File: src/logic/rob_defines.svh
// rename and retire slice, shared widths and depths
// physical tags are 6 bits, logical registers 5 bits

`ifndef ROB_DEFINES_SVH
`define ROB_DEFINES_SVH

`define PRF_IDX_W	6		// physical tag width
`define ARCH_IDX_W	5		// logical register width
`define ROB_W		32		// reorder buffer entries
`define HT_W		5		// rob index, head and tail add a wrap bit
`define FL_W		5		// free list index, 32 free tags
`define BR_MASK_W	4		// branch checkpoints
`define ADDR_W		64		// pc and branch target width

// stored destination of an empty rob entry
`define ZERO_REG	5'd31

`endif

File: src/logic/rob_pkg.sv
// rob subsystem types
// structs passed between decode, the functional units and the rename blocks

`include "rob_defines.svh"

package rob_pkg;

	// outcome of a completing instruction
	typedef enum logic [1:0] {
		BR_NONE     = 2'd0,		// not a branch, or no completion
		BR_PR_RIGHT = 2'd1,
		BR_PR_WRONG = 2'd2
	} br_state_e;

	// decoded instruction, 137 bits
	typedef struct packed {
		logic [`ARCH_IDX_W-1:0]	logic_dest;
		logic [`ADDR_W-1:0]		npc;
		logic					br_flag;
		logic					br_pretaken;
		logic [`ADDR_W-1:0]		br_target;	// predicted target
		logic					rd_mem;
		logic					wr_mem;
	} dispatch_t;

	// functional unit report
	typedef struct packed {
		logic					valid;
		logic [`HT_W-1:0]		rob_idx;
		logic					br_taken;
		logic [`ADDR_W-1:0]		br_target;	// resolved target
	} complete_t;

	typedef struct packed {
		logic					valid;
		logic [`ARCH_IDX_W-1:0]	logic_dest;
		logic [`PRF_IDX_W-1:0]	dest_tag;	// becomes the committed mapping
		logic [`PRF_IDX_W-1:0]	old_tag;	// goes back to the free list
		logic					rd_mem;
		logic					wr_mem;
	} retire_t;

	// branch resolution, broadcast in the completion cycle
	typedef struct packed {
		br_state_e				state;
		logic [`BR_MASK_W-1:0]	slot;		// one-hot checkpoint of the branch
		logic [`BR_MASK_W-1:0]	keep_mask;	// older branches still live
		logic [`FL_W-1:0]		fl_head;	// free list head just after the branch
	} recovery_t;

endpackage

File: src/logic/free_list.sv
// free list of physical tags
// circular buffer, pops at dispatch, pushes old tags at retire, head rollback on mispredict

`timescale 1ns/10ps
`include "rob_defines.svh"

module free_list import rob_pkg::*; (
	input  logic					clk,
	input  logic					rst,
	input  logic					dispatch_ok_i,
	input  retire_t					retire_i,
	input  recovery_t				recovery_i,
	output logic [`PRF_IDX_W-1:0]	head_tag_o,
	output logic [`FL_W-1:0]		head_idx_o
);
	localparam int DEPTH = 1 << `FL_W;

	logic [`PRF_IDX_W-1:0]	tag_r [DEPTH];
	logic [`FL_W-1:0]		head_r;
	logic [`FL_W-1:0]		tail_r;
	logic [`FL_W-1:0]		tail_nxt;
	logic [`FL_W:0]			count_r;		// free tags held
	logic [`FL_W:0]			count_nxt;
	logic					empty;
	logic					rollback;

	assign rollback   = recovery_i.state == BR_PR_WRONG;
	assign empty      = count_r == '0;
	assign tail_nxt   = tail_r + retire_i.valid;
	assign head_idx_o = head_r;

	// the list runs dry only when the rob is full, then the retiring tag is reused at once
	assign head_tag_o = (empty && retire_i.valid) ? retire_i.old_tag : tag_r[head_r];

	always_comb begin
		if (rollback) begin
			// rob still holds the branch, so equal pointers mean empty
			count_nxt = {1'b0, tail_nxt - recovery_i.fl_head};
		end else begin
			case ({retire_i.valid, dispatch_ok_i})
				2'b10:   count_nxt = count_r + 1'b1;
				2'b01:   count_nxt = count_r - 1'b1;
				default: count_nxt = count_r;	// both or neither
			endcase
		end
	end

	always_ff @(posedge clk) begin
		if (rst) begin
			for (int i = 0; i < DEPTH; i++) begin
				tag_r[i] <= `PRF_IDX_W'(DEPTH + i);	// tags 0..31 are the arch state
			end
			head_r  <= '0;
			tail_r  <= '0;
			count_r <= {1'b1, {`FL_W{1'b0}}};
		end else begin
			if (retire_i.valid) begin
				tag_r[tail_r] <= retire_i.old_tag;
			end
			if (rollback) begin
				head_r <= recovery_i.fl_head;	// squashed tags become free again
			end else if (dispatch_ok_i) begin
				head_r <= head_r + 1'b1;
			end
			tail_r  <= tail_nxt;
			count_r <= count_nxt;
		end
	end

endmodule

File: config.mk
export PLATFORM = sky130hd
export DESIGN_NAME = free_list
export DESIGN_NICKNAME = d
export VERILOG_FILES = /design/src/logic/rob_pkg.sv /design/src/logic/free_list.sv
export VERILOG_INCLUDE_DIRS = /design/src /design/src/logic
export SDC_FILE = /design/constraint.sdc
export NUM_CORES = 1
export LEC_CHECK = 0
export BUFFER_PORTS_ARGS = -buffer_cell sky130_fd_sc_hd__buf_2
export CAP_MARGIN = 10
export CORE_MARGIN = 2
export CORE_UTILIZATION = 30
export DETAILED_ROUTE_END_ITERATION = 10
export GPL_TIMING_DRIVEN = 0
export SYNTH_ARGS = -nofsm -noshare
export SYNTH_HDL_FRONTEND = slang
export SYNTH_SLANG_ARGS = --single-unit
File: constraint.sdc
create_clock -name clk -period 2.4 [get_ports clk]
set_input_delay 0.36 -clock clk [delete_from_list [all_inputs] [get_ports clk]]
set_output_delay 0.36 -clock clk [all_outputs]
set_load 0.05 [all_outputs]
==> impl_metrics.ini <==
[outcome]
status = finished, violations left
violations = setup timing

[placed_design]
dp_cells = 1243
port_buffers = 26
dp_slack_ps = -556
hpwlAfterDp_um = 21200
place_congestion = 0.898
place_area_mm2 = 0.0110

[logic_synthesis]
avgSynthCellArea_um2 = 13.4
synth_edf_count = 192
async_flop_share_pct = 0
syn-num-nets = 815
synth_top_area_cell = edfxtp_1
synthesis.area_mm2 = 0.0103
ys_seq_area_share_pct = 60.1
yosysMostFrequentCell = edfxtp_1
yosys-top-cells-count = edfxtp_1, or3_1, nand2_1, nor2_1, nor3_1
yosysUniqueCellTypes = 55
yosysTopAreaCellShare_pct = 56.0
yosys_register_bits = 213
yosys_warnings = 0
yosys_most_used_dff = edfxtp_1
synth_area_leaders = edfxtp_1, mux4_2, or3_1
synthCells = 768

[layout]
final_area_mm2 = 0.0121
fill_cells = 3307
stdcell_count = 1293
multiInputGateArea_mm2 = 0.00383
drive_gt1_share_pct = 23.8
fin_nets = 877
diodes = 0
final_util_pct = 35.8
regArea_mm2 = 0.00619
area_growth_pct = 17.1

[power]
clockPowerShare_pct = 38.5
leakage_nw = 3.59
vdd.ir_drop.worst_v = 0.000512
p_sw_mw = 2.32
power_frac_comb_pct = 14.4
finalPower_mw = 8.86
seqPwrFrac_pct = 47.0
power_density_mw_per_mm2 = 735
p_int_mw = 6.53
swShare_pct = 26.2

[cts]
h-tree-depth = 1
clockBufferDepth = 3
cts_tree = done
cts-root-buf = clkbuf_16
clk-insertion-delay-late_ps = 540
cts.sinks = 213
cts_buffers = 23
clk_pin_slew_ps = 60

[sta]
rsz0062_at_grt = yes
drv_slew = 0
skew_ps = 27.0
fin_ws_ps = -621
period_share_pct = 126
hold_viol = 0
tns_ps = -3510
hold_ws_ps = 176
setup_viol = 6
max_clock_freq_mhz = 331
tightest_slew_ps = 1010
period_needed_ps = 3020
slew_headroom_pct = 32.7

[grt]
grt_max_degree = 14
grt_usage_pct = 17.5
first_global_vias = 6942
grt-ovfl-total = 0
grt_pass1_wl_um = 45800
antenna_found_initial = 1

[route]
vias_per_cell = 5.40
drc = 0
drtIter0Drc = 887
first_pass_iters = 5
antenna_left = 0
wire_per_inst_um = 24.1
wl_um = 31200
via_count = 6980

[setup_path]
cp.arrival_ps = 2660
startpoint_type = flop
cp-end-kind = output port
worstPathRequired_ps = 2040
rr_worst_depth = 4
critPathKind = flop to output port
cp_max_fo = 7

[floorplanning]
initial_core_util_pct = 30.6
dieArea_mm2 = 0.0358
fp.dieH_um = 189
die_w_um = 189
ios = 49
core_area_mm2 = 0.0337
row_count = 67

[hold_path]
hold_path_depth = 2
min_path_type = input port to flop

[job]
drv_cap = 0
==> cell families after synthesis <==
family	synth area share [%]
adder cells (fa/ha/maj)	1.17
AND/OR/NAND/NOR	17.7
AO/OA/AOI/OAI	3.38
buffers and inverters	4.01
flip-flops	60.1
XOR/XNOR	1.36
multiplexers	12.3
==> flip-flops by register name (all words and copies together) (netlist names), named ones only <==
signal,flops
count_r,6
head_idx_o,5
tag_r,192
tail_r,5
==> worst paths after layout <==
path	slack, ps	start	endpoint
setup reg to reg	50	tail_r[0]$_SDFF_PP0_	tag_r[18][4]$_SDFFCE_PN1P_
setup / recovery	-620	flop	head_tag_o[2]
hold reg to reg	590	count_r[5]$_SDFFE_PP1P_	count_r[5]$_SDFFE_PP1P_
hold / removal	180	retire_i[4]	tag_r[7][2]$_SDFFCE_PN1P_
==> cell usage in the layout, fill, tap and decap left out, types with 3 or more instances in the layout <==
cell type  instances
buf_4              9
a211oi_2           5
clkinv_2           3
mux2i_1            7
buf_6              9
nand2b_1           7
a21o_1             4
clkbuf_2           5
nand3_2            3
xor2_1             7
nand2_1           54
nor3_1            46
mux4_1             4
buf_12             6
nand3_1            8
a211oi_1          10
inv_1              9
or2_2             28
and2_1            34
mux4_2            44
edfxtp_1         192
ha_1               8
a21oi_1            9
clkbuf_4           4
xnor2_1            9
buf_2             29
nand3b_1           6
nor2_1            53
mux2i_2            3
nor2b_1           12
dfxtp_1           20
or3_1             69
clkbuf_1          50
clkbuf_16         24
==> worst max-delay path: stages (launching register included) <==
cell	delay, ps
dfxtp_2	360
buf_12	150
buf_12	110
mux4_1	530
nor2b_1	200
a211oi_2	290
a211oi_1	110
a2bb2oi_2	170
buf_6	220
==> power by group through the flow <==
stage	Clock, mW	Combinational, mW	Sequential, mW
2_1_floorplan	0	0.715	4.25
3_3_place_gp	0	1.08	4.24
3_5_place_dp	0	1.09	4.24
4_1_cts	3.43	1.24	4.16
5_1_grt	3.57	1.34	4.17
6_report	3.41	1.28	4.17
==> repair_timing <==
item	4_1_cts	5_1_grt
cloned	2	1
setup endpoints to repair	54	33
pin swaps	14	7
buffers inserted	8	0
gates resized for setup	59	19
hold buffers	0	0
==> layout make-up <==
class                      instances  share of cell area, %
sequential                       213                   51.3
clock buffer                      33                   5.17
clock inverter                     7                  0.602
tap                              448                   4.65
timing repair buffer              37                   2.63
inverter                           9                  0.280
multi-input combinational        475                   31.7
buffer                            71                   3.62
==> routing by layer <==
| metal | global-route usage [%] | part of all wire, % | up-vias |
|---|---|---|---|
| li1 | - | - | 3003 |
| met1 | 24.6 | 42 | 3488 |
| met2 | 27.2 | 45 | 421 |
| met3 | 3.87 | 10 | 66 |
| met4 | 5.31 | 2.9 | 2 |
| met5 | 0 | 0.022 | - |
Note: power is estimated with default switching activity, not from simulation.
