[src/logic/rob_defines.svh]
// rename and retire slice, shared widths and depths
// physical tags are 6 bits, logical registers 5 bits

`ifndef ROB_DEFINES_SVH
`define ROB_DEFINES_SVH

`define PRF_IDX_W	6		// physical tag width
`define ARCH_IDX_W	5		// logical register width
`define ROB_W		32		// reorder buffer entries
`define HT_W		5		// rob index, head and tail add a wrap bit
`define FL_W		5		// free list index, 32 free tags
`define BR_MASK_W	4		// branch checkpoints
`define ADDR_W		64		// pc and branch target width

// stored destination of an empty rob entry
`define ZERO_REG	5'd31

`endif

[src/logic/rob_pkg.sv]
// rob subsystem types
// structs passed between decode, the functional units and the rename blocks

`include "rob_defines.svh"

package rob_pkg;

	// outcome of a completing instruction
	typedef enum logic [1:0] {
		BR_NONE     = 2'd0,		// not a branch, or no completion
		BR_PR_RIGHT = 2'd1,
		BR_PR_WRONG = 2'd2
	} br_state_e;

	// decoded instruction, 137 bits
	typedef struct packed {
		logic [`ARCH_IDX_W-1:0]	logic_dest;
		logic [`ADDR_W-1:0]		npc;
		logic					br_flag;
		logic					br_pretaken;
		logic [`ADDR_W-1:0]		br_target;	// predicted target
		logic					rd_mem;
		logic					wr_mem;
	} dispatch_t;

	// functional unit report
	typedef struct packed {
		logic					valid;
		logic [`HT_W-1:0]		rob_idx;
		logic					br_taken;
		logic [`ADDR_W-1:0]		br_target;	// resolved target
	} complete_t;

	typedef struct packed {
		logic					valid;
		logic [`ARCH_IDX_W-1:0]	logic_dest;
		logic [`PRF_IDX_W-1:0]	dest_tag;	// becomes the committed mapping
		logic [`PRF_IDX_W-1:0]	old_tag;	// goes back to the free list
		logic					rd_mem;
		logic					wr_mem;
	} retire_t;

	// branch resolution, broadcast in the completion cycle
	typedef struct packed {
		br_state_e				state;
		logic [`BR_MASK_W-1:0]	slot;		// one-hot checkpoint of the branch
		logic [`BR_MASK_W-1:0]	keep_mask;	// older branches still live
		logic [`FL_W-1:0]		fl_head;	// free list head just after the branch
	} recovery_t;

endpackage

[src/logic/map_table.sv]
// speculative map table
// renames logical destinations, keeps one map copy per live branch checkpoint

`timescale 1ns/10ps
`include "rob_defines.svh"

module map_table import rob_pkg::*; (
	input  logic					clk,
	input  logic					rst,
	input  logic					dispatch_ok_i,
	input  dispatch_t				dispatch_i,
	input  logic [`PRF_IDX_W-1:0]	alloc_tag_i,
	input  recovery_t				recovery_i,
	output logic [`PRF_IDX_W-1:0]	old_tag_o,
	output logic [`BR_MASK_W-1:0]	br_slot_o,
	output logic [`BR_MASK_W-1:0]	live_mask_o,
	output logic					br_full_o
);
	localparam int NREG = 1 << `ARCH_IDX_W;

	logic [`PRF_IDX_W-1:0]	map_r [NREG];
	logic [`PRF_IDX_W-1:0]	map_nxt [NREG];
	logic [`PRF_IDX_W-1:0]	ckpt_r [`BR_MASK_W][NREG];
	logic [`BR_MASK_W-1:0]	live_r;
	logic [`BR_MASK_W-1:0]	live_nxt;
	logic [`BR_MASK_W-1:0]	slot_oh;
	logic					take_ckpt;
	logic					restore;

	assign old_tag_o   = map_r[dispatch_i.logic_dest];
	assign br_slot_o   = slot_oh;
	assign live_mask_o = live_r;
	assign br_full_o   = &live_r;
	assign take_ckpt   = dispatch_ok_i & dispatch_i.br_flag;
	assign restore     = recovery_i.state == BR_PR_WRONG;

	// lowest free checkpoint, zero when all are live
	always_comb begin
		slot_oh = '0;
		for (int i = `BR_MASK_W-1; i >= 0; i--) begin
			if (!live_r[i]) begin
				slot_oh = `BR_MASK_W'(1) << i;
			end
		end
	end

	// --------------------
	// next map and checkpoint state

	always_comb begin
		map_nxt = map_r;
		if (restore) begin
			for (int s = 0; s < `BR_MASK_W; s++) begin
				if (recovery_i.slot[s]) begin
					map_nxt = ckpt_r[s];
				end
			end
		end else if (dispatch_ok_i) begin
			map_nxt[dispatch_i.logic_dest] = alloc_tag_i;
		end
	end

	always_comb begin
		case (recovery_i.state)
			BR_PR_WRONG: live_nxt = recovery_i.keep_mask;		// drops itself and younger
			BR_PR_RIGHT: live_nxt = live_r & ~recovery_i.slot;
			default:     live_nxt = live_r;
		endcase
		if (take_ckpt) begin
			live_nxt = live_nxt | slot_oh;
		end
	end

	always_ff @(posedge clk) begin
		if (rst) begin
			for (int i = 0; i < NREG; i++) begin
				map_r[i] <= `PRF_IDX_W'(i);	// identity mapping
			end
			live_r <= '0;
		end else begin
			map_r  <= map_nxt;
			live_r <= live_nxt;
		end
	end

	// copy includes the branch's own rename
	always_ff @(posedge clk) begin
		for (int s = 0; s < `BR_MASK_W; s++) begin
			if (take_ckpt && slot_oh[s]) begin
				ckpt_r[s] <= map_nxt;
			end
		end
	end

endmodule

[config.mk]
export PLATFORM = sky130hd
export DESIGN_NAME = map_table
export DESIGN_NICKNAME = d
export VERILOG_FILES = /design/src/logic/rob_pkg.sv /design/src/logic/map_table.sv
export VERILOG_INCLUDE_DIRS = /design/src /design/src/logic
export SDC_FILE = /design/constraint.sdc
export NUM_CORES = 2
export LEC_CHECK = 0
export BUFFER_PORTS_ARGS = -buffer_cell sky130_fd_sc_hd__buf_2
export CAP_MARGIN = 20
export CORE_MARGIN = 8
export CORE_UTILIZATION = 55
export DETAILED_ROUTE_END_ITERATION = 16
export PLACE_DENSITY_LB_ADDON = 0.2
export SLEW_MARGIN = 30
export SYNTH_ARGS = -nofsm -noshare
export SYNTH_HDL_FRONTEND = slang
export SYNTH_SLANG_ARGS = --single-unit
[constraint.sdc]
create_clock -name clk -period 38.1 [get_ports clk]
set_input_delay 3.81 -clock clk [delete_from_list [all_inputs] [get_ports clk]]
set_output_delay 3.81 -clock clk [all_outputs]
set_load 0.01 [all_outputs]
==> summary.md <==
| Metric | Value |
|---|---|
| # IOs | `176` |
| Register-to-Register Path Depth | `3` |
| Sequential power share | `0.515` |
| CTS HTree Levels | `3` |
| Slew HR | `0.263` |
| FF-to-FF setup slack | `35.47 ns` |
| DR vias/cell | `6.88` |
| Global-route total usage across every layer | `0.256` |
| Antenna-violating nets left | `0` |
| Number of synthesized flops with an enable pin | `768` |
| Worst-path clk slew | `0.06 ns` |
| HP Class | `reg -> reg` |
| Mux cell area share after synthesis | `0.0915` |
| Fin. max-slew vios | `0` |
| Hold EP | `live_mask_o[1]` |
| Netlist Area Pre-Place | `40500 um^2` |
| Pwr dens | `52.4 nW/um^2` |
| Worst setup EP type | `output pin` |
| Peak VDD IR | `0.0369 mV` |
| Worst Tran Pin Value | `1.11 ns` |
| Simple-gate portion of the synthesized area | `0.0494` |
| Vias in the first global route | `27200` |
| Clock buffer count from CTS | `98` |
| Finish-stage setup viols | `0` |
| Gate count of the mapped netlist | `2949` |
| Initial antenna violation count | `2` |
| Net Sw Frac | `0.230` |
| Syn nets | `3113` |
| Clock sinks | `964` |
| Yosys reg bits | `964` |
| Longest Clk Path Bufs | `3` |
| Leak pwr | `16.1 nW` |
| Syn_area_per_cell | `13.7 um^2` |
| Pwr Total | `2.33 mW` |
| Setup total negative slack | `0 ns` |
| Clock latency on the worst-skew pair | `0.64 ns` |
| Critical path type | `in -> out` |
| CTS tree | `built` |
| DP Wirelength | `55.3 mm` |
| Post-Synth Adder-Cell Area | `0.000927` |
| Grt total ovfl | `0` |
| Worst Hold Depth | `2` |
| Post-cts repair resize count | `0` |
| Port-buffer cells | `39` |
| Starting density of the core | `0.555` |
| FFs w/ async S/R, synth | `0` |
| First-pass GRT wire length | `164 mm` |
| Number of vias after detailed routing | `26900` |
| Die Span X | `287 um` |
| Post-route DRC | `0` |
| Post-Synth XOR/XNOR Area | `0` |
| Worst r2r src | `live_mask_o[0]` |
| Root buf cell | `clkbuf_16` |
| Tmin final | `10.84 ns` |
| CTS Hold Bufs | `0` |
| Post-CTS setup buffers | `0` |
| Largest net degree at the start of global routing | `230` |
| # fillers | `5465` |
| Area growth syn-to-layout | `10.0%` |
| Wire length per cell | `27.6 um` |
| Max Clk Rate | `92.2 MHz` |
| Yosys Warn Count | `0` |
| Hold path startpoint | `live_mask_o[1]` |
| Critical-path maximum fanout | `38` |
| Final Hold Fails | `0` |
| Final period util | `0.285` |
| GPL Wtd Cong | `0.787` |
| Final net count | `3033` |
| Synth cell types | `46` |
| Drt total wl | `108 mm` |
| Status | `finished clean` |
| NetSw | `0.537 mW` |
| Arrival time at the worst endpoint | `7.03 ns` |
| Compound-Gate Fraction of Synth Area | `0.163` |
| Die ar. | `82500 um^2` |
| Initial DRC count | `2861` |
| Die H | `287 um` |
| Main combinational cell family by area after synthesis | `compound AO/OA/AOI/OAI gates` |
| Pre-antenna DRT Iters | `6` |
| Reg2reg end | `ckpt_r[0][82]` |
| Sequential cell area fraction in the yosys report | `0.667` |
| RSZ-0062 raised after global routing | `false` |
| Core Rows | `99` |
| Clock power share | `0.404` |
| Combinational power share | `0.081` |
| Clock skew | `0.0231 ns` |
| Ys flop type | `edfxtp_1` |
| Internal | `1.79 mW` |
| Core footprint | `73000 um^2` |
| Crit path required time | `34.29 ns` |
| Max Cap Violations | `0` |
| Share of layout cells above drive strength 1 | `0.0823` |
| Type of origin of the critical path | `primary input` |
==> logic make-up (layout without fill, tap and decap cells) <==
logic type,Yosys count,count (layout)
other cells,0,2
simple gates,403,403
fa+ha+maj,3,3
mux,370,370
buf+inv,271,275
flops,964,964
compound gates,938,938
==> critical path: stages <==
cell	delay, ns
buf_6	0.42
buf_4	0.78
mux2i_1	0.47
o22ai_1	0.24
nor4_1	0.67
nand2_1	0.34
buf_2	0.24
==> cells in the mapped netlist (67+ instances only) <==
| cell type | n | share of area |
|---|---|---|
| o21ai_0 | 67 | 0.0083 |
| and3_1 | 111 | 0.017 |
| mux2i_1 | 370 | 0.092 |
| nor2_1 | 117 | 0.011 |
| a21oi_1 | 117 | 0.014 |
| o22ai_1 | 238 | 0.037 |
| o221ai_1 | 160 | 0.035 |
| a211oi_1 | 222 | 0.041 |
| nand2_1 | 123 | 0.011 |
| clkbuf_1 | 160 | 0.015 |
| edfxtp_1 | 768 | 0.57 |
| buf_2 | 78 | 0.0096 |
| a211o_1 | 110 | 0.024 |
| dfxtp_1 | 196 | 0.097 |
==> power by group through the flow <==
| stage | clock network [mW] | logic, mW | registers, mW |
|---|---|---|---|
| finish | 0.942 | 0.189 | 1.20 |
| detailed placement | 0 | 0.185 | 1.22 |
| floorplan | 0 | 0.128 | 1.22 |
| global placement | 0 | 0.177 | 1.22 |
| global route | 0.996 | 0.203 | 1.20 |
| CTS | 0.957 | 0.186 | 1.20 |
==> sequential cells by signal, indices dropped and copies added, names as in the netlist <==
register     count
ckpt_r         768
live_mask_o      4
map_r          192
==> stage by stage <==
stage	hold WS, ns	instances	worst slack, ns	utilization	instance area [um^2]
2_1_floorplan	0.536	2949	20.15	-	40500
3_3_place_gp	0.547	3723	27.45	0.565	41200
3_5_place_dp	0.570	3725	27.42	0.566	41300
4_1_cts	0.581	3909	27.43	0.609	44400
5_1_grt	0.608	3912	27.31	0.610	44500
6_report	0.572	3914	27.26	0.610	44500
==> cells in the final DEF (no fill, tap or decap), types with 5 or more instances in the layout <==
| cell | n |
|---|---|
| buf_4 | 38 |
| a211o_1 | 110 |
| clkbuf_8 | 13 |
| bufinv_16 | 6 |
| nor2_1 | 116 |
| dfxtp_1 | 196 |
| clkinv_1 | 10 |
| and3b_1 | 5 |
| o221ai_1 | 160 |
| and3_1 | 110 |
| buf_16 | 5 |
| buf_2 | 32 |
| nand2_1 | 123 |
| o21ai_1 | 15 |
| o21ai_0 | 67 |
| nand4bb_1 | 6 |
| a211oi_1 | 222 |
| nor3_2 | 5 |
| clkinv_2 | 19 |
| clkbuf_16 | 101 |
| a21oi_1 | 117 |
| o22ai_1 | 238 |
| buf_12 | 6 |
| inv_1 | 6 |
| clkbuf_1 | 29 |
| mux2i_1 | 370 |
| nor4_1 | 12 |
| edfxtp_1 | 768 |
==> worst max path at each step <==
| stage | start | endpoint | cells past startpoint |
|---|---|---|---|
| after floorplan | dispatch_i[67] | live_mask_o[2] | 3 |
| after global placement | dispatch_i[133] | old_tag_o[5] | 7 |
| after detailed placement | dispatch_i[133] | old_tag_o[5] | 7 |
| after CTS | dispatch_i[133] | old_tag_o[5] | 7 |
| after global routing | dispatch_i[133] | old_tag_o[5] | 7 |
| final | dispatch_i[133] | old_tag_o[5] | 7 |
==> cell type report <==
cell class,instances,area [um^2],share of cell area
inverter,8,35.0,0.000787
sequential,964,27000,0.606
clock inverter,41,362,0.00812
timing repair buffer,83,729,0.0164
tap,959,1200,0.0269
multi-input combinational,1714,12400,0.278
antenna,2,5.00,0.000112
clock buffer,143,2820,0.0632
==> metal layers <==
metal,GRT usage,up-vias,part of all wire
met4,0.0894,0,0.028
met2,0.415,1276,0.47
met1,0.347,13700,0.41
met3,0.0456,215,0.093
met5,0,-,0
li1,-,11800,-
Note: power is estimated with default switching activity, not from simulation.
