### src/logic/rob_defines.svh
// rename and retire slice, shared widths and depths
// physical tags are 6 bits, logical registers 5 bits

`ifndef ROB_DEFINES_SVH
`define ROB_DEFINES_SVH

`define PRF_IDX_W	6		// physical tag width
`define ARCH_IDX_W	5		// logical register width
`define ROB_W		32		// reorder buffer entries
`define HT_W		5		// rob index, head and tail add a wrap bit
`define FL_W		5		// free list index, 32 free tags
`define BR_MASK_W	4		// branch checkpoints
`define ADDR_W		64		// pc and branch target width

// stored destination of an empty rob entry
`define ZERO_REG	5'd31

`endif

### src/logic/rob_pkg.sv
// rob subsystem types
// structs passed between decode, the functional units and the rename blocks

`include "rob_defines.svh"

package rob_pkg;

	// outcome of a completing instruction
	typedef enum logic [1:0] {
		BR_NONE     = 2'd0,		// not a branch, or no completion
		BR_PR_RIGHT = 2'd1,
		BR_PR_WRONG = 2'd2
	} br_state_e;

	// decoded instruction, 137 bits
	typedef struct packed {
		logic [`ARCH_IDX_W-1:0]	logic_dest;
		logic [`ADDR_W-1:0]		npc;
		logic					br_flag;
		logic					br_pretaken;
		logic [`ADDR_W-1:0]		br_target;	// predicted target
		logic					rd_mem;
		logic					wr_mem;
	} dispatch_t;

	// functional unit report
	typedef struct packed {
		logic					valid;
		logic [`HT_W-1:0]		rob_idx;
		logic					br_taken;
		logic [`ADDR_W-1:0]		br_target;	// resolved target
	} complete_t;

	typedef struct packed {
		logic					valid;
		logic [`ARCH_IDX_W-1:0]	logic_dest;
		logic [`PRF_IDX_W-1:0]	dest_tag;	// becomes the committed mapping
		logic [`PRF_IDX_W-1:0]	old_tag;	// goes back to the free list
		logic					rd_mem;
		logic					wr_mem;
	} retire_t;

	// branch resolution, broadcast in the completion cycle
	typedef struct packed {
		br_state_e				state;
		logic [`BR_MASK_W-1:0]	slot;		// one-hot checkpoint of the branch
		logic [`BR_MASK_W-1:0]	keep_mask;	// older branches still live
		logic [`FL_W-1:0]		fl_head;	// free list head just after the branch
	} recovery_t;

endpackage

### src/logic/arch_map.sv
// architectural map
// committed logical to physical mapping, updated at retire

`timescale 1ns/10ps
`include "rob_defines.svh"

module arch_map import rob_pkg::*; (
	input  logic					clk,
	input  logic					rst,
	input  retire_t					retire_i,
	input  logic [`ARCH_IDX_W-1:0]	rd_idx_i,
	output logic [`PRF_IDX_W-1:0]	rd_tag_o
);
	localparam int NREG = 1 << `ARCH_IDX_W;

	logic [`PRF_IDX_W-1:0]	map_r [NREG];

	assign rd_tag_o = map_r[rd_idx_i];	// inspection port

	always_ff @(posedge clk) begin
		if (rst) begin
			for (int i = 0; i < NREG; i++) begin
				map_r[i] <= `PRF_IDX_W'(i);
			end
		end else if (retire_i.valid) begin
			map_r[retire_i.logic_dest] <= retire_i.dest_tag;
		end
	end

endmodule

### config.mk
export PLATFORM = sky130hd
export DESIGN_NAME = arch_map
export DESIGN_NICKNAME = d
export VERILOG_FILES = /design/src/logic/rob_pkg.sv /design/src/logic/arch_map.sv
export VERILOG_INCLUDE_DIRS = /design/src /design/src/logic
export SDC_FILE = /design/constraint.sdc
export NUM_CORES = 1
export LEC_CHECK = 0
export ABC_AREA = 0
export BUFFER_PORTS_ARGS = -buffer_cell sky130_fd_sc_hd__buf_2
export CAP_MARGIN = 30
export CORE_MARGIN = 3
export CORE_UTILIZATION = 30
export CTS_CLUSTER_SIZE = 20
export DETAILED_ROUTE_END_ITERATION = 7
export SYNTH_ARGS = -nofsm -noshare
export SYNTH_HDL_FRONTEND = slang
export SYNTH_SLANG_ARGS = --single-unit
### constraint.sdc
create_clock -name clk -period 1.7 [get_ports clk]
set_input_delay 0.085 -clock clk [delete_from_list [all_inputs] [get_ports clk]]
set_output_delay 0.085 -clock clk [all_outputs]
set_load 0.02 [all_outputs]
==> out/metrics.yaml, run 1 <==
synth_area_leaders: "edfxtp_1 (64%), mux4_2 (15%), and2_1 (7.8%), or3_1 (5.6%), or2_2 (2.2%)"
crit_fanout: 1
yosys.area_share.adder: 0
nets: 640
endpoint_kind: "output port"
cap_viol_max_count: 0
reg.largest.list: "map_r (192)"
syn_inst: 580
setup_violations: 6
pin_count: 33
synth_cell_types: 17
status: "finished with violations"
gp_congestion: 0.773
area_growth_pct: 16.2
cp-start-kind: "flop"
antenna_found_initial: 0
die_w_um: 180
drive_above_1_share: 0.317
postSynthAreaPerCell_um2: 15.6
whs_ns: 0.271
pwr-share-seq: 0.531
hold_end: "map_r[20][2]$_SDFFCE_PN1P_"
use_met3: 0.0271
max_stage_delay_ns: 0.53
async_flop_share: 0
pwr_density_cell_mw_per_mm2: 995
synth_top_family_by_area: "simple AND/OR/NAND/NOR gates"
slowest_stage: "mux4_2"
fin_tns_setup_ns: -4.00
cts_sinks: 192
die_h_um: 180
diodes: 0
max_slew_margin: 0.521
hp-class: "in2reg"
fillerInstances: 2753
grt_pass1_wl_um: 34200
switchingPower_uw: 2360
synth_area_leader_cell: "edfxtp_1"
max_freq_mhz: 418
yosysSeqAreaShare: 0.638
slew_violations: 0
dr.pass1.iters: 4
synth_area_mm2: 0.00904
internal_power_uw: 8090
numPortBuffers: 24
detail-route-antenna-nets: 0
avgRoutedWirePerCell_um: 21.7
synth-xor-area-share: 0
p_leak_uw: 0.00350
cts_tree: "yes"
largest_reg_flops: 192
hp-start: "retire_i[14]"
synth_compound_area_frac: 0
cpMostUsedCell: "mux4_2"
cts_buffer_depth: 2
finalHoldViolCount: 0
yosysWarnings: 0
min_period_ns: 2.39
htree_levels: 4
num_rows: 62
hold_buffers: 0
syn_nets: 607
setup_slack_ns: -0.694
path_clk_slew_ns: 0.07
grtUsageMet2: 0.208
post-place-ws_ns: -0.462
grt_max_degree: 37
synth_edf_count: 192
overflow: 0
arrival_ns: 2.31
tightest_slew_ns: 0.719
routed_wl_um: 21900
grt_pass1_vias: 5460
initial_utilization: 0.310
place_hpwl_um: 14900
rsz0062_at_grt: "yes"
vias: 5098
post-route-drc-count: 0
p_sw_frac: 0.226
cts_buffers: 17
synthMuxAreaShare: 0.157
use_met1: 0.203
fin_crit_sh: 1.41
p_clk_frac: 0.374
crit_chain: "mux4_2 > mux4_2 > mux2_4 > buf_6"
top_usage_layer: "met2"
synthSimpleGateAreaFrac: 0.180
comb_power_share: 0.095
core_mm2: 0.0292
worstSetupPathType: "reg2out"
regMostFlops: "map_r"
hold_depth: 4
yosys_most_used_dff: "edfxtp_1"
violations: "negative setup slack"
post_cts_buffers: 0
via_per_inst: 5.05
drt_iter0_drc: 498
peakVddDrop_uv: 502
die-area_mm2: 0.0322
required_ns: 1.62
post-synth-top-count-cell: "edfxtp_1"
synth_commonest_cells: "edfxtp_1 (192), and2_1 (112), or3_1 (81)"
synth_top_area_share: 0.638
grtUsageTotal: 0.139
ys_ff_latch: 192
cts_root_buf: "clkbuf_16"
## metrics by stage
stage	area, um2	instances	power (uW)	utilization
floorplan	9090	580	6210	-
global placement	9900	978	6590	0.339
detailed placement	9900	978	6620	0.339
CTS	10500	1009	10500	0.360
global route	10500	1009	10800	0.360
finish	10500	1009	10500	0.360
## cell type report
type	count	area, um2	share of cell area
Sequential cell	192	5770	0.549
Clock inverter	12	135	0.0129
Clock buffer	19	433	0.0412
Timing Repair Buffer	68	626	0.0596
Multi-Input combinational cell	334	3060	0.292
Tap cell	384	480	0.0457
## what timing repair did
item	in CTS	in global routing
gates resized for setup	12	0
endpoints found under the setup margin	6	6
gates cloned	0	0
## cell usage in the layout, fill, tap and decap left out, drive strengths merged
master,synthesis,layout
nand3b,3,3
bufinv,0,2
nor2,32,32
clkbuf,43,19
inv,0,3
or2,32,32
mux4,60,60
buf,11,68
or4b,1,1
nand4bb,2,2
mux2,6,6
edfxtp,192,192
clkinv,0,7
or3,81,81
and2,112,112
nand4b,1,1
nand3,1,1
or3b,3,3
## power by group through the flow
stage | clock network [uW] | logic (uW) | registers (uW)
finish | 3910 | 988 | 5550
global route | 4140 | 1050 | 5570
CTS | 3950 | 1000 | 5550
detailed placement | 0 | 961 | 5660
global placement | 0 | 945 | 5650
floorplan | 0 | 622 | 5590
## kinds of logic after synthesis
logic type | Yosys count
flops | 192
simple gates | 268
mux | 66
buf+inv | 54
## worst max-delay path by stage
stage                                from     endpoint  slack [ns]
6_report       map_r[29][4]$_SDFFCE_PN1P_  rd_tag_o[4]       -0.69
5_1_grt        map_r[29][4]$_SDFFCE_PN1P_  rd_tag_o[4]       -0.71
4_1_cts        map_r[29][4]$_SDFFCE_PN1P_  rd_tag_o[4]       -0.71
2_1_floorplan                 rd_idx_i[1]  rd_tag_o[3]     0.00008
3_3_place_gp                  rd_idx_i[1]  rd_tag_o[2]       -0.46
3_5_place_dp                  rd_idx_i[1]  rd_tag_o[2]       -0.46
## critical path: cells and delay by family (launching register included)
kind | cells | cell delay (ns)
buf+inv | 1 | 0.13
flops | 1 | 0.41
mux | 3 | 1.34
## layer usage
metal  vias up  part of all wire
met5         -                 0
met4         0             0.018
met3        31             0.053
met2       165              0.46
met1      2646              0.47
li1       2256                 -
Note: power is estimated with default switching activity, not from simulation.
==> run 2: changes to the inputs <==
==> constraint.sdc (replaced) <==
create_clock -name clk -period 2.1 [get_ports clk]
set_input_delay 0.105 -clock clk [delete_from_list [all_inputs] [get_ports clk]]
set_output_delay 0.105 -clock clk [all_outputs]
set_load 0.02 [all_outputs]
==> run 2 against run 1 <==
The flow still finishes with violations (negative setup slack). Clock power shrank 12%. Routed wire length fell by 5.0%. Total power fell by 17%. First-iteration DRC count decreased by 21%. Die area unchanged. Sequential cell count is the same. Sequential power down 19%. Largest power group unchanged.
==> out/metrics.yaml, run 2 (synthesized netlist as in run 1, its figures left out) <==
rsz0062_at_grt: "yes"
grt_pass1_wl_um: 32200  # -5.7%
multiInputGateArea_mm2: 0.00306  # unchanged
htree_levels: 4  # unchanged
crit_fanout: 1  # unchanged
arrival_ns: 2.30  # about the same
peakVddDrop_uv: 437  # -13%
die-area_mm2: 0.0322  # unchanged
fin_crit_sh: 1.14
die_h_um: 180  # unchanged
cts_buffers: 17  # unchanged
dp_cells: 952  # -2.7%
fin_cells: 984  # -2.5%
worstSetupPathType: "reg2out"
post-route-drc-count: 0  # unchanged
drive_above_1_share: 0.287  # -0.0297
min_period_ns: 2.40
final_cell_mix: "edfxtp_1 (192), and2_1 (112), or3_1 (81), mux4_2 (60)"
max_freq_mhz: 417
num_rows: 62  # unchanged
reg.largest.list: "map_r (192)"
finalHoldViolCount: 0  # unchanged
final_common_cell: "edfxtp_1"
die_w_um: 180  # unchanged
dr.pass1.iters: 5  # +1
max_stage_delay_ns: 0.51  # -0.02 ns
cpMostUsedCell: "mux4_2"
nets: 614  # -4.1%
regArea_mm2: 0.00577  # unchanged
top_layer: "met5"
avgRoutedWirePerCell_um: 21.1  # -2.6%
regMostFlops: "map_r"
pin_count: 33  # unchanged
crit_chain: "mux4_2 > mux4_2 > mux2_4 > buf_6"
detail-route-antenna-nets: 0  # unchanged
grt_max_degree: 37  # unchanged
gp_congestion: 0.793  # +2.5%
routed_wl_um: 20800  # -5.0%
grt_pass1_vias: 5112  # -6.4%
fillerInstances: 2786  # +1.2%
slowest_stage: "mux4_2"
cts_sinks: 192  # unchanged
cts_root_buf: "clkbuf_16"
initial_utilization: 0.310  # unchanged
overflow: 0  # unchanged
violations: "negative setup slack"
dr_wl_met2_um: 9860  # -1.8%
antenna_found_initial: 3  # +3
numPortBuffers: 24  # unchanged
slew_violations: 0  # unchanged
endpoint_kind: "output port"
setup_slack_ns: -0.300  # +0.394 ns
cap_viol_max_count: 0  # unchanged
max_slew_margin: 0.542  # +0.0208
tightest_slew_ns: 0.688  # -0.0312 ns
hold_buffers: 0  # unchanged
whs_ns: 0.377  # +0.106 ns
setup_violations: 6  # unchanged
critPathBufInv: 1  # unchanged
met1_length_um: 9350  # -9.1%
grtUsageTotal: 0.131  # -0.00746
core_mm2: 0.0292  # unchanged
wl_met3_um: 1150  # -0.52%
required_ns: 2.00  # +0.38 ns
drt_iter0_drc: 392  # -21%
critical_path.top_delay_family: "multiplexers"
hp-class: "in2reg"
cts_tree: "yes"
path_clk_slew_ns: 0.07  # about the same
vias: 4895  # -4.0%
area_growth_pct: 13.9
place_hpwl_um: 14100  # -5.1%
cts_buffer_depth: 2  # unchanged
largest_reg_flops: 192  # unchanged
pwr_density_cell_mw_per_mm2: 847  # -15%
cp-start-kind: "flop"
via_per_inst: 4.97  # -1.5%
status: "finished with violations"
p_leak_uw: 0.00335  # -4.2%
==> run 2: cell type report <==
type                       instances  share of cell area
sequential                       192               0.560
multi-input combinational        334               0.298
tap                              384              0.0467
clock buffer                      19              0.0421
timing repair buffer              42              0.0348
clock inverter                    12              0.0186
antenna                            1            0.000243
==> run 2: what timing repair did <==
| action | CTS | global route |
|---|---|---|
| setup endpoints to repair | 6 | 6 |
| buffers inserted | 0 | 0 |
| resized for setup | 18 | 0 |
==> run 2: path summary, 6_finish.rpt <==
path	startpoint	end	cells past startpoint
worst max-delay path	map_r[21][3]$_SDFFCE_PN0P_	rd_tag_o[3]	4
worst min-delay path	retire_i[17]	map_r[6][1]$_SDFFCE_PN1P_	3
==> run 2: power breakdown <==
part	switching, uW	internal [uW]	total (uW)
logic	412	351	763
clock network	1370	2100	3460
registers	75.4	4420	4490
total	1850	6860	8720
==> run 2: metrics by stage <==
| step | util | total power (uW) | TNS (ns) | setup slack (ns) | cell area [um2] |
|---|---|---|---|---|---|
| floorplan | - | 5000 | 0 | 0.247 | 9040 |
| global placement | 0.329 | 5270 | 0 | 0.0135 | 9610 |
| detailed placement | 0.329 | 5300 | 0 | 0.0116 | 9610 |
| CTS | 0.353 | 8760 | -1.75 | -0.308 | 10300 |
| global route | 0.353 | 8980 | -1.95 | -0.350 | 10300 |
| finish | 0.353 | 8720 | -1.65 | -0.300 | 10300 |
==> run 2: metal layers <==
metal	vias up	GRT usage
met2	127	0.202
met4	4	0.0461
met1	2532	0.185
met5	-	0
met3	26	0.0283
li1	2206	-
==> run 2: tightest hold or removal path, cell delays in order <==
cell and delay [ns]:
buf_2 0.18, or3b_2 0.28, or3_1 0.14
==> run 3: changes to the inputs <==
--- a/config.mk
+++ b/config.mk
@@ -10,9 +10,10 @@
 export BUFFER_PORTS_ARGS = -buffer_cell sky130_fd_sc_hd__buf_2
 export CAP_MARGIN = 30
 export CORE_MARGIN = 3
-export CORE_UTILIZATION = 30
+export CORE_UTILIZATION = 45
 export CTS_CLUSTER_SIZE = 20
 export DETAILED_ROUTE_END_ITERATION = 7
+export REMOVE_ABC_BUFFERS = 1
 export SYNTH_ARGS = -nofsm -noshare
 export SYNTH_HDL_FRONTEND = slang
 export SYNTH_SLANG_ARGS = --single-unit
==> run 3 against run 2 <==
The run still ends with negative setup slack left. Global-route usage up 6.3 points. Sequential cell count unchanged. Combinational power increased by 1%. Sequential share of layout area increased by 1.1 points. Non-clock buffer count increased by 3. Critical path depth did not move. Fmax increased by 0.15%. Setup slack improved by 0.0036 ns. Hold slack worse by 0.017 ns. Via count grew 0.14%. First-iteration DRC count fell by 0.51%. Largest cell class unchanged. Largest power group unchanged.
==> out/metrics.yaml, run 3 (synthesized netlist as in run 1, its figures left out) <==
p_clk_frac: 0.370  # -0.027
required_ns: 2.00  # about the same
path_clk_slew_ns: 0.07  # about the same
comb_power_share: 0.093  # +0.005
die_w_um: 148  # -18%
top_usage_layer: "met2"
max_slew_margin: 0.544  # +0.00268
setup_slack_ns: -0.297  # +0.00361 ns
setup_violations: 6  # unchanged
largest_reg_flops: 192  # unchanged
nets: 617  # +0.49%
hp-class: "in2reg"
dr.pass1.iters: 5  # unchanged
use_met3: 0.0322  # +0.00389
grt_pass1_wl_um: 31400  # -2.5%
grtUsageMet2: 0.315  # +0.113
avgRoutedWirePerCell_um: 23.1  # +9.3%
grt_max_degree: 37  # unchanged
finalHoldViolCount: 0  # unchanged
fin_crit_sh: 1.14  # -0.00172
arrival_ns: 2.29  # about the same
core_mm2: 0.0196  # -33%
pwr_density_cell_mw_per_mm2: 825  # -2.5%
overflow: 0  # unchanged
postLayoutCellArea_mm2: 0.0101  # -1.9%
fin_util: 0.516  # +0.163
drive_above_1_share: 0.290  # +0.00237
post-route-drc-count: 0  # unchanged
violations: "negative setup slack"
multiInputGateArea_mm2: 0.00306  # unchanged
placed_area_mm2: 0.00949  # -1.2%
cts_buffers: 17  # unchanged
htree_levels: 4  # unchanged
antenna_found_initial: 0  # -3
area_growth_pct: 11.8
pin_count: 33  # unchanged
min_period_ns: 2.40  # -0.00361 ns
regMostFlops: "map_r"
cts_tree: "yes"
regArea_mm2: 0.00577  # unchanged
crit_fanout: 1  # unchanged
initial_utilization: 0.461  # +0.151
numPortBuffers: 24  # unchanged
slew_violations: 0  # unchanged
p_leak_uw: 0.00334  # -0.30%
tightest_slew_ns: 0.684  # -0.00402 ns
final_cell_mix: "edfxtp_1 (192), and2_1 (112), or3_1 (81), mux4_2 (60)"
detail-route-antenna-nets: 0  # unchanged
hp-start: "retire_i[15]"
status: "finished with violations"
gp_congestion: 0.783  # -1.2%
place_hpwl_um: 13100  # -7.3%
routed_wl_um: 20000  # -3.8%
reg.largest.list: "map_r (192)"
fillerInstances: 1651  # -41%
grtUsageTotal: 0.194  # +0.0629
grt_pass1_vias: 5165  # +1.0%
cts_buffer_depth: 2  # unchanged
drt_iter0_drc: 390  # -0.51%
cts_root_buf: "clkbuf_16"
diodes: 0  # -1
peakVddDrop_uv: 555  # +27%
die-area_mm2: 0.0218  # -32%
rsz0062_at_grt: "yes"
via_per_inst: 5.66  # +14%
p_total_uw: 8330  # -4.4%
worstSetupPathType: "reg2out"
endpoint_kind: "output port"
max_freq_mhz: 417  # +0.15%
final_common_cell: "edfxtp_1"
cp-start-kind: "flop"
startpoint: "map_r[21][5]$_SDFFCE_PN0P_"
die_h_um: 148  # -18%
switchingPower_uw: 1840  # -0.65%
p_sw_frac: 0.221  # +0.00827
cts_sinks: 192  # unchanged
hold_buffers: 0  # unchanged
use_met1: 0.272  # +0.0870
vias: 4902  # +0.14%
num_rows: 51  # -18%
pwr-share-seq: 0.537  # +0.022
cap_viol_max_count: 0  # unchanged
internal_power_uw: 6490  # -5.4%
## run 3: cell count changes in the layout (fill, tap and decap cells not counted)
cell,before,now
bufinv_16,5,2
buf_4,14,16
buf_12,5,6
clkbuf_1,2,1
clkinv_1,1,2
clkinv_2,3,4
diode_2,1,0
inv_6,0,1
## run 3: power by group through the flow
stage / Combinational [uW] / Clock, uW / Sequential (uW)
after floorplan: 393 / 0 / 4520
after CTS: 784 / 3120 / 4480
after global placement: 724 / 0 / 4550
after detailed placement: 736 / 0 / 4560
final: 773 / 3090 / 4470
after global routing: 820 / 3270 / 4490
## run 3: layer usage
layer  routed length (um)  up-vias
met5                    0        -
met4                  333        0
met3                  822       23
met2                 9880      128
met1                 8980     2533
li1                     -     2218
## run 3: cell type report
type                    instances  area share
clock buffers                  18      0.0425
clock inverters                12      0.0118
multi-input cells             334       0.303
flip-flops and latches        192       0.571
well taps                     265      0.0328
repair buffers                 45      0.0389
## run 3: final timing paths
kind,endpoint,slack [ns],depth (start not counted)
max,rd_tag_o[5],-0.30,4
min,map_r[18][4]$_SDFFCE_PN1P_,0.36,4
## run 3: per-stage QoR
step	setup WS [ns]	instances	hold slack (ns)	setup TNS, ns
after floorplan	0.407	526	0.285	0
after global placement	-0.0350	836	0.758	-0.0842
after detailed placement	-0.0269	836	0.754	-0.0495
after CTS	-0.314	866	0.345	-1.77
after global routing	-0.339	866	0.372	-1.86
final	-0.297	866	0.360	-1.67
## run 3: critical path: stages (launching register included)
cell and delay, ns:
edfxtp_1 0.40, mux4_2 0.49, mux4_2 0.54, mux2_4 0.31, buf_6 0.13
## run 3: what timing repair did
item,in CTS,in global routing
gates resized for setup,18,0
endpoints found under the setup margin,6,6
setup buffers,0,0
pin swaps,0,0
